===== src/adc_ctrl_pkg.sv =====
package adc_ctrl_pkg;

   // bus and datapath widths
   localparam int ADDR_W    = 8;
   localparam int DATA_W    = 32;
   localparam int FREQ_W    = 32;
   localparam int GAIN_W    = 8;
   localparam int CTRL_W    = 4;   // implemented bits of REG_CTRL
   localparam int LED_SEL_W = 2;

   // register map
   localparam logic [ADDR_W-1:0] REG_CTRL   = 8'h00;
   localparam logic [ADDR_W-1:0] REG_GAIN   = 8'h04;
   localparam logic [ADDR_W-1:0] REG_LIMIT  = 8'h08;
   localparam logic [ADDR_W-1:0] REG_FREQ   = 8'h0C;  // read only
   localparam logic [ADDR_W-1:0] REG_STATUS = 8'h10;  // read only

   // REG_CTRL fields
   localparam int CTRL_LED_LSB     = 0;
   localparam int CTRL_MON_DIS_BIT = 2;
   localparam int CTRL_ARM_BIT     = 3;

   // REG_STATUS fields
   localparam int STAT_CHANGE_BIT = 0;
   localparam int STAT_TRIG_BIT   = 1;

   // LED source selection
   localparam logic [LED_SEL_W-1:0] LED_NORMAL = 2'b00;
   localparam logic [LED_SEL_W-1:0] LED_TIMER  = 2'b01;
   localparam logic [LED_SEL_W-1:0] LED_EXTCLK = 2'b10;
   localparam logic [LED_SEL_W-1:0] LED_FLAG   = 2'b11;

endpackage

===== src/adc_ctrl_top.sv =====
module adc_ctrl_top #(
   parameter int pTIMER_BITS = 26
) (
   input  logic                            clk_usb,
   input  logic                            reset,
   input  logic                            psel_i,
   input  logic                            penable_i,
   input  logic                            pwrite_i,
   input  logic [adc_ctrl_pkg::ADDR_W-1:0] paddr_i,
   input  logic [adc_ctrl_pkg::DATA_W-1:0] pwdata_i,
   input  logic                            ext_clk_i,
   input  logic                            trigger_i,
   input  logic                            capture_active_i,
   output logic [adc_ctrl_pkg::DATA_W-1:0] prdata_o,
   output logic                            pready_o,
   output logic                            pslverr_o,
   output logic                            led_armed_o,
   output logic                            led_capture_o,
   output logic                            amp_gain_o
);

   logic [adc_ctrl_pkg::LED_SEL_W-1:0] led_select;
   logic                               arm;
   logic                               monitor_disable;
   logic [adc_ctrl_pkg::GAIN_W-1:0]    gain;
   logic [adc_ctrl_pkg::FREQ_W-1:0]    limit;
   logic [adc_ctrl_pkg::FREQ_W-1:0]    freq;
   logic                               extclk_change;
   logic                               ext_level;
   logic                               gate_pulse;   // one cycle per measurement window

   apb_regs u_apb_regs (
      .clk_usb           (clk_usb),
      .reset             (reset),
      .psel_i            (psel_i),
      .penable_i         (penable_i),
      .pwrite_i          (pwrite_i),
      .paddr_i           (paddr_i),
      .pwdata_i          (pwdata_i),
      .prdata_o          (prdata_o),
      .pready_o          (pready_o),
      .pslverr_o         (pslverr_o),
      .freq_i            (freq),
      .extclk_change_i   (extclk_change),
      .trigger_i         (trigger_i),
      .led_select_o      (led_select),
      .arm_o             (arm),
      .monitor_disable_o (monitor_disable),
      .gain_o            (gain),
      .limit_o           (limit)
   );

   board_outputs #(
      .pTIMER_BITS (pTIMER_BITS)
   ) u_board_outputs (
      .clk_usb          (clk_usb),
      .reset            (reset),
      .led_select_i     (led_select),
      .arm_i            (arm),
      .capture_active_i (capture_active_i),
      .extclk_change_i  (extclk_change),
      .ext_level_i      (ext_level),
      .gain_i           (gain),
      .gate_pulse_o     (gate_pulse),
      .led_armed_o      (led_armed_o),
      .led_capture_o    (led_capture_o),
      .amp_gain_o       (amp_gain_o)
   );

   extclk_monitor u_extclk_monitor (
      .clk_usb           (clk_usb),
      .reset             (reset),
      .ext_clk_i         (ext_clk_i),
      .gate_pulse_i      (gate_pulse),
      .monitor_disable_i (monitor_disable),
      .limit_i           (limit),
      .freq_o            (freq),
      .extclk_change_o   (extclk_change),
      .ext_level_o       (ext_level)
   );

endmodule


===== src/extclk_monitor.sv =====
module extclk_monitor (
   input  logic                            clk_usb,
   input  logic                            reset,
   input  logic                            ext_clk_i,
   input  logic                            gate_pulse_i,
   input  logic                            monitor_disable_i,
   input  logic [adc_ctrl_pkg::FREQ_W-1:0] limit_i,
   output logic [adc_ctrl_pkg::FREQ_W-1:0] freq_o,
   output logic                            extclk_change_o,
   output logic                            ext_level_o
);

   logic [2:0]                      ext_sync_q;  // [1:0] synchronizer, [2] edge history
   logic                            ext_rise;
   logic [adc_ctrl_pkg::FREQ_W-1:0] count_q;
   logic [adc_ctrl_pkg::FREQ_W-1:0] freq_q;
   logic [adc_ctrl_pkg::FREQ_W-1:0] delta;
   logic                            moved;

   always_ff @(posedge clk_usb) begin
      if (reset) begin
         ext_sync_q <= '0;
      end else begin
         ext_sync_q <= {ext_sync_q[1:0], ext_clk_i};
      end
   end

   assign ext_rise    = ext_sync_q[1] & ~ext_sync_q[2];
   assign ext_level_o = ext_sync_q[1];

   // edge counter, restarts at every gate pulse
   always_ff @(posedge clk_usb) begin
      if (reset) begin
         count_q <= '0;
         freq_q  <= '0;
      end else if (gate_pulse_i) begin
         count_q <= ext_rise ? adc_ctrl_pkg::FREQ_W'(1) : '0;
         freq_q  <= count_q;  // close the window
      end else if (ext_rise) begin
         count_q <= count_q + 1'b1;
      end
   end

   // distance between the closing window and the last latched one
   assign delta = (freq_q > count_q) ? (freq_q - count_q) : (count_q - freq_q);
   assign moved = (count_q != '0) && (delta > limit_i);

   always_ff @(posedge clk_usb) begin
      if (reset) begin
         extclk_change_o <= 1'b0;
      end else if (monitor_disable_i) begin
         extclk_change_o <= 1'b0;
      end else if (gate_pulse_i && moved) begin
         extclk_change_o <= 1'b1;  // sticky until disabled
      end
   end

   assign freq_o = freq_q;

endmodule


===== src/board_outputs.sv =====
module board_outputs #(
   parameter int pTIMER_BITS = 26
) (
   input  logic                               clk_usb,
   input  logic                               reset,
   input  logic [adc_ctrl_pkg::LED_SEL_W-1:0] led_select_i,
   input  logic                               arm_i,
   input  logic                               capture_active_i,
   input  logic                               extclk_change_i,
   input  logic                               ext_level_i,
   input  logic [adc_ctrl_pkg::GAIN_W-1:0]    gain_i,
   output logic                               gate_pulse_o,
   output logic                               led_armed_o,
   output logic                               led_capture_o,
   output logic                               amp_gain_o
);

   logic [pTIMER_BITS-1:0]          timer_q;
   logic                            gate_bit_q;
   logic                            flash_q;
   logic [adc_ctrl_pkg::GAIN_W:0]   pwm_acc_q;   // msb is the carry out
   logic                            heartbeat;

   assign heartbeat = timer_q[pTIMER_BITS-2];

   // free-running heartbeat timer and gate edge detector
   always_ff @(posedge clk_usb) begin
      if (reset) begin
         timer_q      <= '0;
         gate_bit_q   <= 1'b0;
         gate_pulse_o <= 1'b0;
      end else begin
         timer_q      <= timer_q + 1'b1;
         gate_bit_q   <= timer_q[pTIMER_BITS-4];
         gate_pulse_o <= timer_q[pTIMER_BITS-4] & ~gate_bit_q;  // rising edge only
      end
   end

   // slow blink, frozen while the timer msb is low
   always_ff @(posedge clk_usb) begin
      if (reset) begin
         flash_q <= 1'b0;
      end else if (timer_q[pTIMER_BITS-1]) begin
         flash_q <= ~timer_q[pTIMER_BITS-3];
      end
   end

   always_comb begin
      if (extclk_change_i) begin
         // a frequency change overrides the selected source
         led_armed_o   = flash_q;
         led_capture_o = flash_q;
      end else begin
         case (led_select_i)
            adc_ctrl_pkg::LED_TIMER: begin
               led_armed_o   = heartbeat;
               led_capture_o = heartbeat;
            end
            adc_ctrl_pkg::LED_EXTCLK: begin
               led_armed_o   = ext_level_i;
               led_capture_o = gate_pulse_o;
            end
            adc_ctrl_pkg::LED_FLAG: begin
               led_armed_o   = flash_q;
               led_capture_o = extclk_change_i;
            end
            default: begin  // LED_NORMAL
               led_armed_o   = arm_i;
               led_capture_o = capture_active_i;
            end
         endcase
      end
   end

   // first-order sigma-delta, carry is high gain_i times per 256 cycles
   always_ff @(posedge clk_usb) begin
      if (reset) begin
         pwm_acc_q <= '0;
      end else begin
         pwm_acc_q <= {1'b0, pwm_acc_q[adc_ctrl_pkg::GAIN_W-1:0]} + {1'b0, gain_i};
      end
   end

   assign amp_gain_o = pwm_acc_q[adc_ctrl_pkg::GAIN_W];

endmodule


===== src/apb_regs.sv =====
module apb_regs (
   input  logic                               clk_usb,
   input  logic                               reset,

   // APB slave
   input  logic                               psel_i,
   input  logic                               penable_i,
   input  logic                               pwrite_i,
   input  logic [adc_ctrl_pkg::ADDR_W-1:0]    paddr_i,
   input  logic [adc_ctrl_pkg::DATA_W-1:0]    pwdata_i,
   output logic [adc_ctrl_pkg::DATA_W-1:0]    prdata_o,
   output logic                               pready_o,
   output logic                               pslverr_o,

   // status sources
   input  logic [adc_ctrl_pkg::FREQ_W-1:0]    freq_i,
   input  logic                               extclk_change_i,
   input  logic                               trigger_i,

   // control levels
   output logic [adc_ctrl_pkg::LED_SEL_W-1:0] led_select_o,
   output logic                               arm_o,
   output logic                               monitor_disable_o,
   output logic [adc_ctrl_pkg::GAIN_W-1:0]    gain_o,
   output logic [adc_ctrl_pkg::FREQ_W-1:0]    limit_o
);

   logic [adc_ctrl_pkg::CTRL_W-1:0] ctrl_q;
   logic [adc_ctrl_pkg::GAIN_W-1:0] gain_q;
   logic [adc_ctrl_pkg::FREQ_W-1:0] limit_q;
   logic [1:0]                      trig_sync_q;  // two-flop synchronizer

   logic access;
   logic mapped;
   logic read_only;
   logic wr_en;

   assign access = psel_i & penable_i;  // access phase, never stalled

   assign read_only = (paddr_i == adc_ctrl_pkg::REG_FREQ) ||
                      (paddr_i == adc_ctrl_pkg::REG_STATUS);

   assign mapped = (paddr_i == adc_ctrl_pkg::REG_CTRL)  ||
                   (paddr_i == adc_ctrl_pkg::REG_GAIN)  ||
                   (paddr_i == adc_ctrl_pkg::REG_LIMIT) ||
                   read_only;

   assign pready_o  = 1'b1;
   assign pslverr_o = access & (~mapped | (pwrite_i & read_only));
   assign wr_en     = access & pwrite_i & ~pslverr_o;  // rejected writes change nothing

   always_ff @(posedge clk_usb) begin
      if (reset) begin
         ctrl_q  <= '0;
         gain_q  <= '0;
         limit_q <= '0;
      end else if (wr_en) begin
         case (paddr_i)
            adc_ctrl_pkg::REG_CTRL:  ctrl_q  <= pwdata_i[adc_ctrl_pkg::CTRL_W-1:0];
            adc_ctrl_pkg::REG_GAIN:  gain_q  <= pwdata_i[adc_ctrl_pkg::GAIN_W-1:0];
            adc_ctrl_pkg::REG_LIMIT: limit_q <= pwdata_i[adc_ctrl_pkg::FREQ_W-1:0];
            default: ;
         endcase
      end
   end

   always_ff @(posedge clk_usb) begin
      if (reset) begin
         trig_sync_q <= '0;
      end else begin
         trig_sync_q <= {trig_sync_q[0], trigger_i};
      end
   end

   // read mux, unused bits read as zero
   always_comb begin
      prdata_o = '0;
      case (paddr_i)
         adc_ctrl_pkg::REG_CTRL:  prdata_o[adc_ctrl_pkg::CTRL_W-1:0] = ctrl_q;
         adc_ctrl_pkg::REG_GAIN:  prdata_o[adc_ctrl_pkg::GAIN_W-1:0] = gain_q;
         adc_ctrl_pkg::REG_LIMIT: prdata_o[adc_ctrl_pkg::FREQ_W-1:0] = limit_q;
         adc_ctrl_pkg::REG_FREQ:  prdata_o[adc_ctrl_pkg::FREQ_W-1:0] = freq_i;
         adc_ctrl_pkg::REG_STATUS: begin
            prdata_o[adc_ctrl_pkg::STAT_CHANGE_BIT] = extclk_change_i;
            prdata_o[adc_ctrl_pkg::STAT_TRIG_BIT]   = trig_sync_q[1];
         end
         default: ;
      endcase
   end

   assign led_select_o      = ctrl_q[adc_ctrl_pkg::CTRL_LED_LSB +: adc_ctrl_pkg::LED_SEL_W];
   assign monitor_disable_o = ctrl_q[adc_ctrl_pkg::CTRL_MON_DIS_BIT];
   assign arm_o             = ctrl_q[adc_ctrl_pkg::CTRL_ARM_BIT];
   assign gain_o            = gain_q;
   assign limit_o           = limit_q;

endmodule


===== config.mk =====
export PLATFORM = sky130hd
export DESIGN_NAME = adc_ctrl_top
export DESIGN_NICKNAME = d
export VERILOG_FILES = /design/src/adc_ctrl_pkg.sv /design/src/adc_ctrl_top.sv /design/src/extclk_monitor.sv /design/src/board_outputs.sv /design/src/apb_regs.sv
export SDC_FILE = /design/constraint.sdc
export NUM_CORES = 1
export LEC_CHECK = 0
export ABC_AREA = 0
export BUFFER_PORTS_ARGS = -buffer_cell sky130_fd_sc_hd__buf_2
export CAP_MARGIN = 10
export CELL_PAD_IN_SITES_DETAIL_PLACEMENT = 0
export CELL_PAD_IN_SITES_GLOBAL_PLACEMENT = 1
export CORE_ASPECT_RATIO = 2
export CORE_UTILIZATION = 49
export DETAILED_ROUTE_END_ITERATION = 7
export GPL_ROUTABILITY_DRIVEN = 0
export PLACE_DENSITY = 0.89
export SLEW_MARGIN = 20
export SYNTH_ARGS = -nofsm -noshare
export SYNTH_HDL_FRONTEND = slang
export SYNTH_SLANG_ARGS = --single-unit

===== constraint.sdc =====
create_clock -name clk_usb -period 6.4 [get_ports clk_usb]
set_input_delay 0.96 -clock clk_usb [delete_from_list [all_inputs] [get_ports clk_usb]]
set_output_delay 0.96 -clock clk_usb [all_outputs]
set_load 0.02 [all_outputs]

==> results of run 1 <==
## state kept, by name, summed over array words and instances, names as in the netlist
signal	cells
u_apb_regs.limit_o	32
u_extclk_monitor.count_q	32
u_extclk_monitor.freq_o	32
u_board_outputs.timer_q	26
u_board_outputs.pwm_acc_q	9
u_apb_regs.gain_o	8
u_apb_regs.ctrl_q	4
u_extclk_monitor.ext_sync_q	3
u_apb_regs.trig_sync_q	2
u_board_outputs.flash_q	1
u_board_outputs.gate_bit_q	1
u_board_outputs.gate_pulse_o	1
u_extclk_monitor.extclk_change_o	1
## power breakdown
group / switching [uW] / internal (uW)
Combinational: 89.0 / 60.3
Clock: 468 / 552
Sequential: 2.66 / 949
Total: 559 / 1560
## layer usage
metal / vias to the layer above / GRT usage
li1: 4795 / -
met1: 4572 / 0.2708
met2: 280 / 0.5542
met3: 136 / 0.04803
met4: 0 / 0.2532
met5: - / 0
## kinds of logic (layout without fill, tap and decap cells)
kind of cell             Yosys count  after routing
other                              1              1
XOR/XNOR                          82             82
multiplexers                      95             95
AO/OA/AOI/OAI                    284            284
AND/OR/NAND/NOR                  470            470
buffers and inverters            180            237
flip-flops                       152            152
adder cells (fa/ha/maj)          109            109
## cell usage in the layout (no fill, tap or decap), types with 5 or more instances in the layout
cell type  instances
a21o_1            32
a31oi_1            9
buf_2             82
inv_6              6
and3_1            10
dfxtp_1          151
clkbuf_16         17
nor2_1           176
inv_1            114
xnor2_1           52
o21bai_1          10
mux2_2             8
or3_1             13
nor4_1            11
nor2b_1           20
mux2i_1           78
nand2_1          131
nand3_1           34
o211ai_1           8
nand4_1           28
nor3_1            20
xor2_1            30
buf_4              9
ha_1             106
a21oi_1          132
mux4_2             5
nand2b_1           7
and2_1             6
o21ai_0           40
o21ai_1           10
a211oi_1           9
## area by class of cell
type | count | area [um^2] | share of cell area
clock buffers | 17 | 425.4 | 0.03586
clock inverters | 15 | 156.4 | 0.01319
inverters | 114 | 427.9 | 0.03608
multi-input cells | 1041 | 6988 | 0.5891
flip-flops and latches | 152 | 3044 | 0.2566
well taps | 273 | 341.6 | 0.02880
repair buffers | 91 | 478.0 | 0.04030
## final timing paths
check | start | endpoint | slack [ps] | cells after the start
hold / removal | u_board_outputs.gate_bit_q | u_board_outputs.gate_pulse_o | 380 | 1
hold reg to reg | u_board_outputs.gate_bit_q | u_board_outputs.gate_pulse_o | 380 | 1
setup reg to reg | u_extclk_monitor.freq_o[27] | u_extclk_monitor.extclk_change_o | 1550 | 18
setup / recovery | u_extclk_monitor.freq_o[27] | u_extclk_monitor.extclk_change_o | 1550 | 18
## synth_stat cells, drive strengths merged (28+ instances only)
cell,instances
nor2,176
dfxtp,152
a21oi,132
nand2,132
inv,114
ha,106
mux2i,78
xnor2,52
o21ai,51
clkbuf,38
nand3,34
a21o,32
xor2,30
buf,28
nand4,28
## stage by stage
step	hold slack, ps	total power, uW	util
floorplan	367.4	1075	-
global placement	367.6	1120	0.5249
detailed placement	372.4	1121	0.5249
CTS	381.9	2137	0.5519
global route	405.6	2188	0.5519
finish	382.1	2121	0.5519
## worst reg2reg max path, delay by kind of cell, from the launching register on
family          cells  cell delay [ps]
xor+xnor            1              110
fa+ha+maj           2              720
mux                 1              350
simple gates        4              780
flops               1              380
compound gates      8             1940
buf+inv             2              420
==> metrics, run 1 <==
hold buffer count at CTS=0; fmax=0.2063 GHz; antenna violations before repair=0; area share of the largest cell type after synthesis=0.2829; Die Wd=106.8 um; H-tree Lvls=4; Finished Cell Area=11,860 um^2; detailed-route DRC error count=0; Seq cells post-synth=152; status=complete, no violations; Slew Limit Fails=0; Critical Path Fanout Max=22; DR WL/cell=18.93 um; warnings from Yosys=0; total CTS buffers=17; GR Overflow Total=0; Worst Tran Pin Value=1109 ps; CP Capture Type=flip-flop; critical path's largest stage delay=440 ps; Starting DRT DRC Count=436; Die Y=211.5 um; crit start category=flip-flop; Die Area=22,580 um^2; CP required=6710 ps; Synth Area in Simple Gates=0.1973; layout cells sized above 1=0.1035; Non-Filler Instances=1,703; Post-Synthesis Cells=1,373; Distinct cells, synth=64; Final Skew=11.19 ps; VDD IR max=0.1732 mV; largest family of logic cells by synthesized area=simple AND/OR/NAND/NOR gates; # resized after CTS=0; Synth area leaders=dfxtp_1, ha_1, mux2i_1; Detail Placement HPWL=24.98 mm; arrival time of the worst setup path=5150 ps; Max Root-Sink Buffers=2; Worst Setup Slack, final=1552 ps; Core Area=21,490 um^2; Final setup viols=0; leakage=0.005048 uW; Post-synth ARST share=0; Synth Net Count=1,530; Avg Inst Size Synth=7.833 um^2; met3 WL=1.087 mm; clock latency on the worst-skew pair=450 ps; root buffer cell=clkbuf_16; XOR/XNOR share of the synthesized area=0.06678; final net count=1,574; largest net degree at the start of global routing=81; Area growth syn-to-layout=10.28%; Vias=9,783; # clock sinks=152; CTS tree=done; Compound-Gate Fraction of Synth Area=0.1604; DRT Pass-1 Iters=7; multiplexer share of the synthesized area=0.09597; Met2 Routed Length=17.19 mm; WL met1=11.08 mm; std cell rows=76; DP Cell Count=1,671; PwrDens=178.8 nW/um^2; Slew HR=0.2589; Fin Setup TNS=0 ps; clock-pin slew on the worst setup and hold paths=70 ps; worst min path class=reg -> reg; Final Critical Period=4848 ps; Starting Density=0.5005; first-pass GRT wire length=50.88 mm; WL final=32.24 mm; total track usage=0.2963; Inserted Diodes=0; vias in the first global route=9,923; fin crit share=0.7575; max-cap check violation count=0; pre-CTS WS=1649 ps; sequential area share after synthesis=0.2829; number of buffers and inverters on the critical path=2; quantity of I/O buffers inserted on ports=83; RSZ-0062 raised after global routing=no; DR vias/cell=5.745; Post-DP Area=11,280 um^2; critical path cell sequence=inv_1 -> ha_1 -> nand2_2 -> o21ai_0 -> a311oi_1 -> o21ai_1 -> a22oi_4 -> buf_4 -> mux2_4 -> a21o_1 -> a221oi_2 -> xnor2_1 -> ha_1 -> nand4_1 -> nor4_1 -> a31oi_1 -> a21oi_1 -> nor4_1; final hold violation count=0; Synth Area in Adders=0.1289; Critical-path top delay cell=ha_1; final antenna-violating net count=0; Post-synth top flop=dfxtp_1; area leader, netlist=dfxtp_1; Post-Syn Area=10,760 um^2; Top delay family on crit path=compound AO/OA/AOI/OAI gates; Fill cells=2,121; CP Class=reg -> reg; setup bufs post-CTS=0; EDFF count, synth=0; top sig layer=met4; # IOs=85
Note: power is estimated with default switching activity, not from simulation.
==> inputs of run 2 (changes only) <==
Settings changed: CORE_UTILIZATION 49 to 46, PLACE_DENSITY 0.89 to 0.85.
Clock period 6.4 ns to 4.74 ns, I/O delays scaled along.
==> run 2 against run 1 <==
The run now ends with design-rule violations left. Design area is 2.2% higher. Final cell count grew 1.7%. Clock skew increased by 0.88 ps. Clock-buffer cell count did not move. Fmax up 6.8%. Register-to-register slack got worse by 1400 ps. Die area rose by 6.4%. Clock power is 38% higher. Wire length up 0.94%. Utilization fell by 2.1 points. Sequential share of layout area decreased by 0.53 points. Global-route usage is 0.97 points lower. Critical path type unchanged. Critical endpoint unchanged. Highest routed layer unchanged.
==> metrics, run 2 (synthesis gave the netlist of run 1 again) <==
leakage=0.005168 uW (+2.4%); Final Critical Period=4540 ps (-307.8 ps); Final Skew=12.08 ps (+0.8844 ps); Slew Limit Fails=0 (unchanged); H-tree Lvls=4 (unchanged); total track usage=0.2866 (-0.009670); Detail Placement HPWL=25.05 mm (+0.26%); arrival time of the worst setup path=4870 ps (-280 ps); crit start category=flip-flop; DRT Pass-1 Iters=8 (+1); clock latency on the worst-skew pair=460 ps (about the same); GR Overflow Total=0 (unchanged); total CTS buffers=17 (unchanged); Non-Filler Instances=1,732 (+1.7%); Logic pwr share=0.072 (+0.002); layout cells sized above 1=0.1253 (+0.02185); std cell rows=78 (+2.6%); PwrDens=239.8 nW/um^2 (+34%); CP required=5070 ps (-1640 ps); fin crit share=0.9578 (+0.2003); Die Y=218.2 um (+3.2%); root buffer cell=clkbuf_16; commonest cells after routing, fill and taps aside=nor2_1, dfxtp_1, nand2_1; vias in the first global route=9,983 (+0.60%); critical path cell sequence=inv_1 -> ha_1 -> a21oi_1 -> o21ai_0 -> a311oi_1 -> o21ai_1 -> a22oi_4 -> buf_4 -> mux2_2 -> a31oi_1 -> o21ai_1 -> xor2_1 -> ha_1 -> nand4_1 -> nor4_2 -> a31oi_1 -> a21oi_1 -> nor4_1; Starting Density=0.4710 (-0.02950); quantity of I/O buffers inserted on ports=83 (unchanged); commonest non-fill, non-tap cell in the layout=nor2_1; DR WL/cell=18.79 um (-0.75%); Vias=9,855 (+0.74%); critical path's largest stage delay=420 ps (-20 ps); Fin Setup TNS=0 ps (unchanged); Slew HR=0.2524 (-0.006505); final net count=1,596 (+1.4%); RSZ-0062 raised after global routing=no; max-cap check violation count=0 (unchanged); WL final=32.54 mm (+0.94%); worst min path class=reg -> reg; fmax=0.2203 GHz (+6.8%); Sw Ratio=0.2688 (+0.004931); detailed-route DRC error count=6 (+6); Fill cells=2,270 (+7.0%); Worst Tran Pin Value=1106 ps (-3.137 ps); final antenna-violating net count=0 (unchanged); CP Capture Type=flip-flop; violated checks=design-rule violations; hold buffer count at CTS=0 (unchanged); final hold violation count=0 (unchanged); Pint=2125 uW (+36%); Final setup viols=0 (unchanged); # IOs=85 (unchanged); status=complete, but fails checks; largest net degree at the start of global routing=121 (+49%); Max Root-Sink Buffers=2 (unchanged); Area growth syn-to-layout=12.67%; Critical Path Fanout Max=22 (unchanged); DR vias/cell=5.690 (-0.95%); Critical-path top delay cell=a311oi_1; Core Area=22,840 um^2 (+6.3%); CP Class=reg -> reg; Die Area=24,030 um^2 (+6.4%); clock-pin slew on the worst setup and hold paths=70 ps (about the same); Starting DRT DRC Count=431 (-1.1%); first-pass GRT wire length=51.61 mm (+1.4%); antenna violations before repair=0 (unchanged); Sequential Power Share=0.442 (-0.007); VDD IR max=0.2521 mV (+46%); Die Wd=110.1 um (+3.1%); # clock sinks=152 (unchanged); clock power share=0.486 (+0.005); NetSw=781.0 uW (+40%); Inserted Diodes=0 (unchanged); DP Cell Count=1,699 (+1.7%); CTS tree=done
run 2: cell type report:
cell class,instances,area [um^2],share of cell area
clock buffers,17,425.4,0.03511
inverters,114,427.9,0.03531
well taps,280,350.3,0.02891
repair buffers,113,659.4,0.05441
clock inverters,15,177.7,0.01466
flip-flops and latches,152,3045,0.2513
multi-input cells,1041,7032,0.5803
run 2: metrics by stage:
| stage | area (um^2) | worst slack (ps) | utilization | total power (uW) | hold slack, ps |
|---|---|---|---|---|---|
| after CTS | 12060 | 185.3 | 0.5282 | 2929 | 387.9 |
| after global placement | 11460 | 256.1 | 0.5018 | 1514 | 367.2 |
| final | 12120 | 200.1 | 0.5306 | 2906 | 382.6 |
| after detailed placement | 11460 | 209.9 | 0.5018 | 1516 | 376.9 |
| after global routing | 12120 | 15.20 | 0.5306 | 3005 | 404.8 |
| after floorplan | 10760 | 745.1 | - | 1451 | 367.4 |
run 2: final timing paths:
check                                                  from                               end  slack [ps]  depth (start not counted)
worst max register to register  u_extclk_monitor.freq_o[25]  u_extclk_monitor.extclk_change_o         200                         18
worst min register to register   u_board_outputs.gate_bit_q      u_board_outputs.gate_pulse_o         380                          1
worst max-delay path            u_extclk_monitor.freq_o[25]  u_extclk_monitor.extclk_change_o         200                         18
worst min-delay path             u_board_outputs.gate_bit_q      u_board_outputs.gate_pulse_o         380                          1
run 2: critical path, delay by kind of cell (launching register included):
kind                     cells  cell delay (ps)
AO/OA/AOI/OAI                9             1800
adder cells (fa/ha/maj)      2              710
AND/OR/NAND/NOR              3              610
flip-flops                   1              390
buffers and inverters        2              380
multiplexers                 1              370
XOR/XNOR                     1              160
run 2: power by group through the flow:
stage	registers (uW)	logic, uW	clock network (uW)
4_1_cts	1280	202	1440
2_1_floorplan	1310	138	0
6_report	1280	211	1410
5_1_grt	1280	232	1490
3_5_place_dp	1310	202	0
3_3_place_gp	1310	201	0
run 2: timing repair:
action                                  in CTS  in global routing
resized for setup                            0                 13
setup buffers                                0                  1
endpoints found under the setup margin       0                  1
hold endpoints to repair                     0                  0
run 2: routing by layer:
| metal | vias up | global-route usage | routed length [um] |
|---|---|---|---|
| met5 | - | 0 | 0 |
| met4 | 0 | 0.2215 | 2470 |
| met3 | 120 | 0.05458 | 1173 |
| met2 | 277 | 0.5150 | 17160 |
| met1 | 4621 | 0.2790 | 11730 |
| li1 | 4837 | - | - |
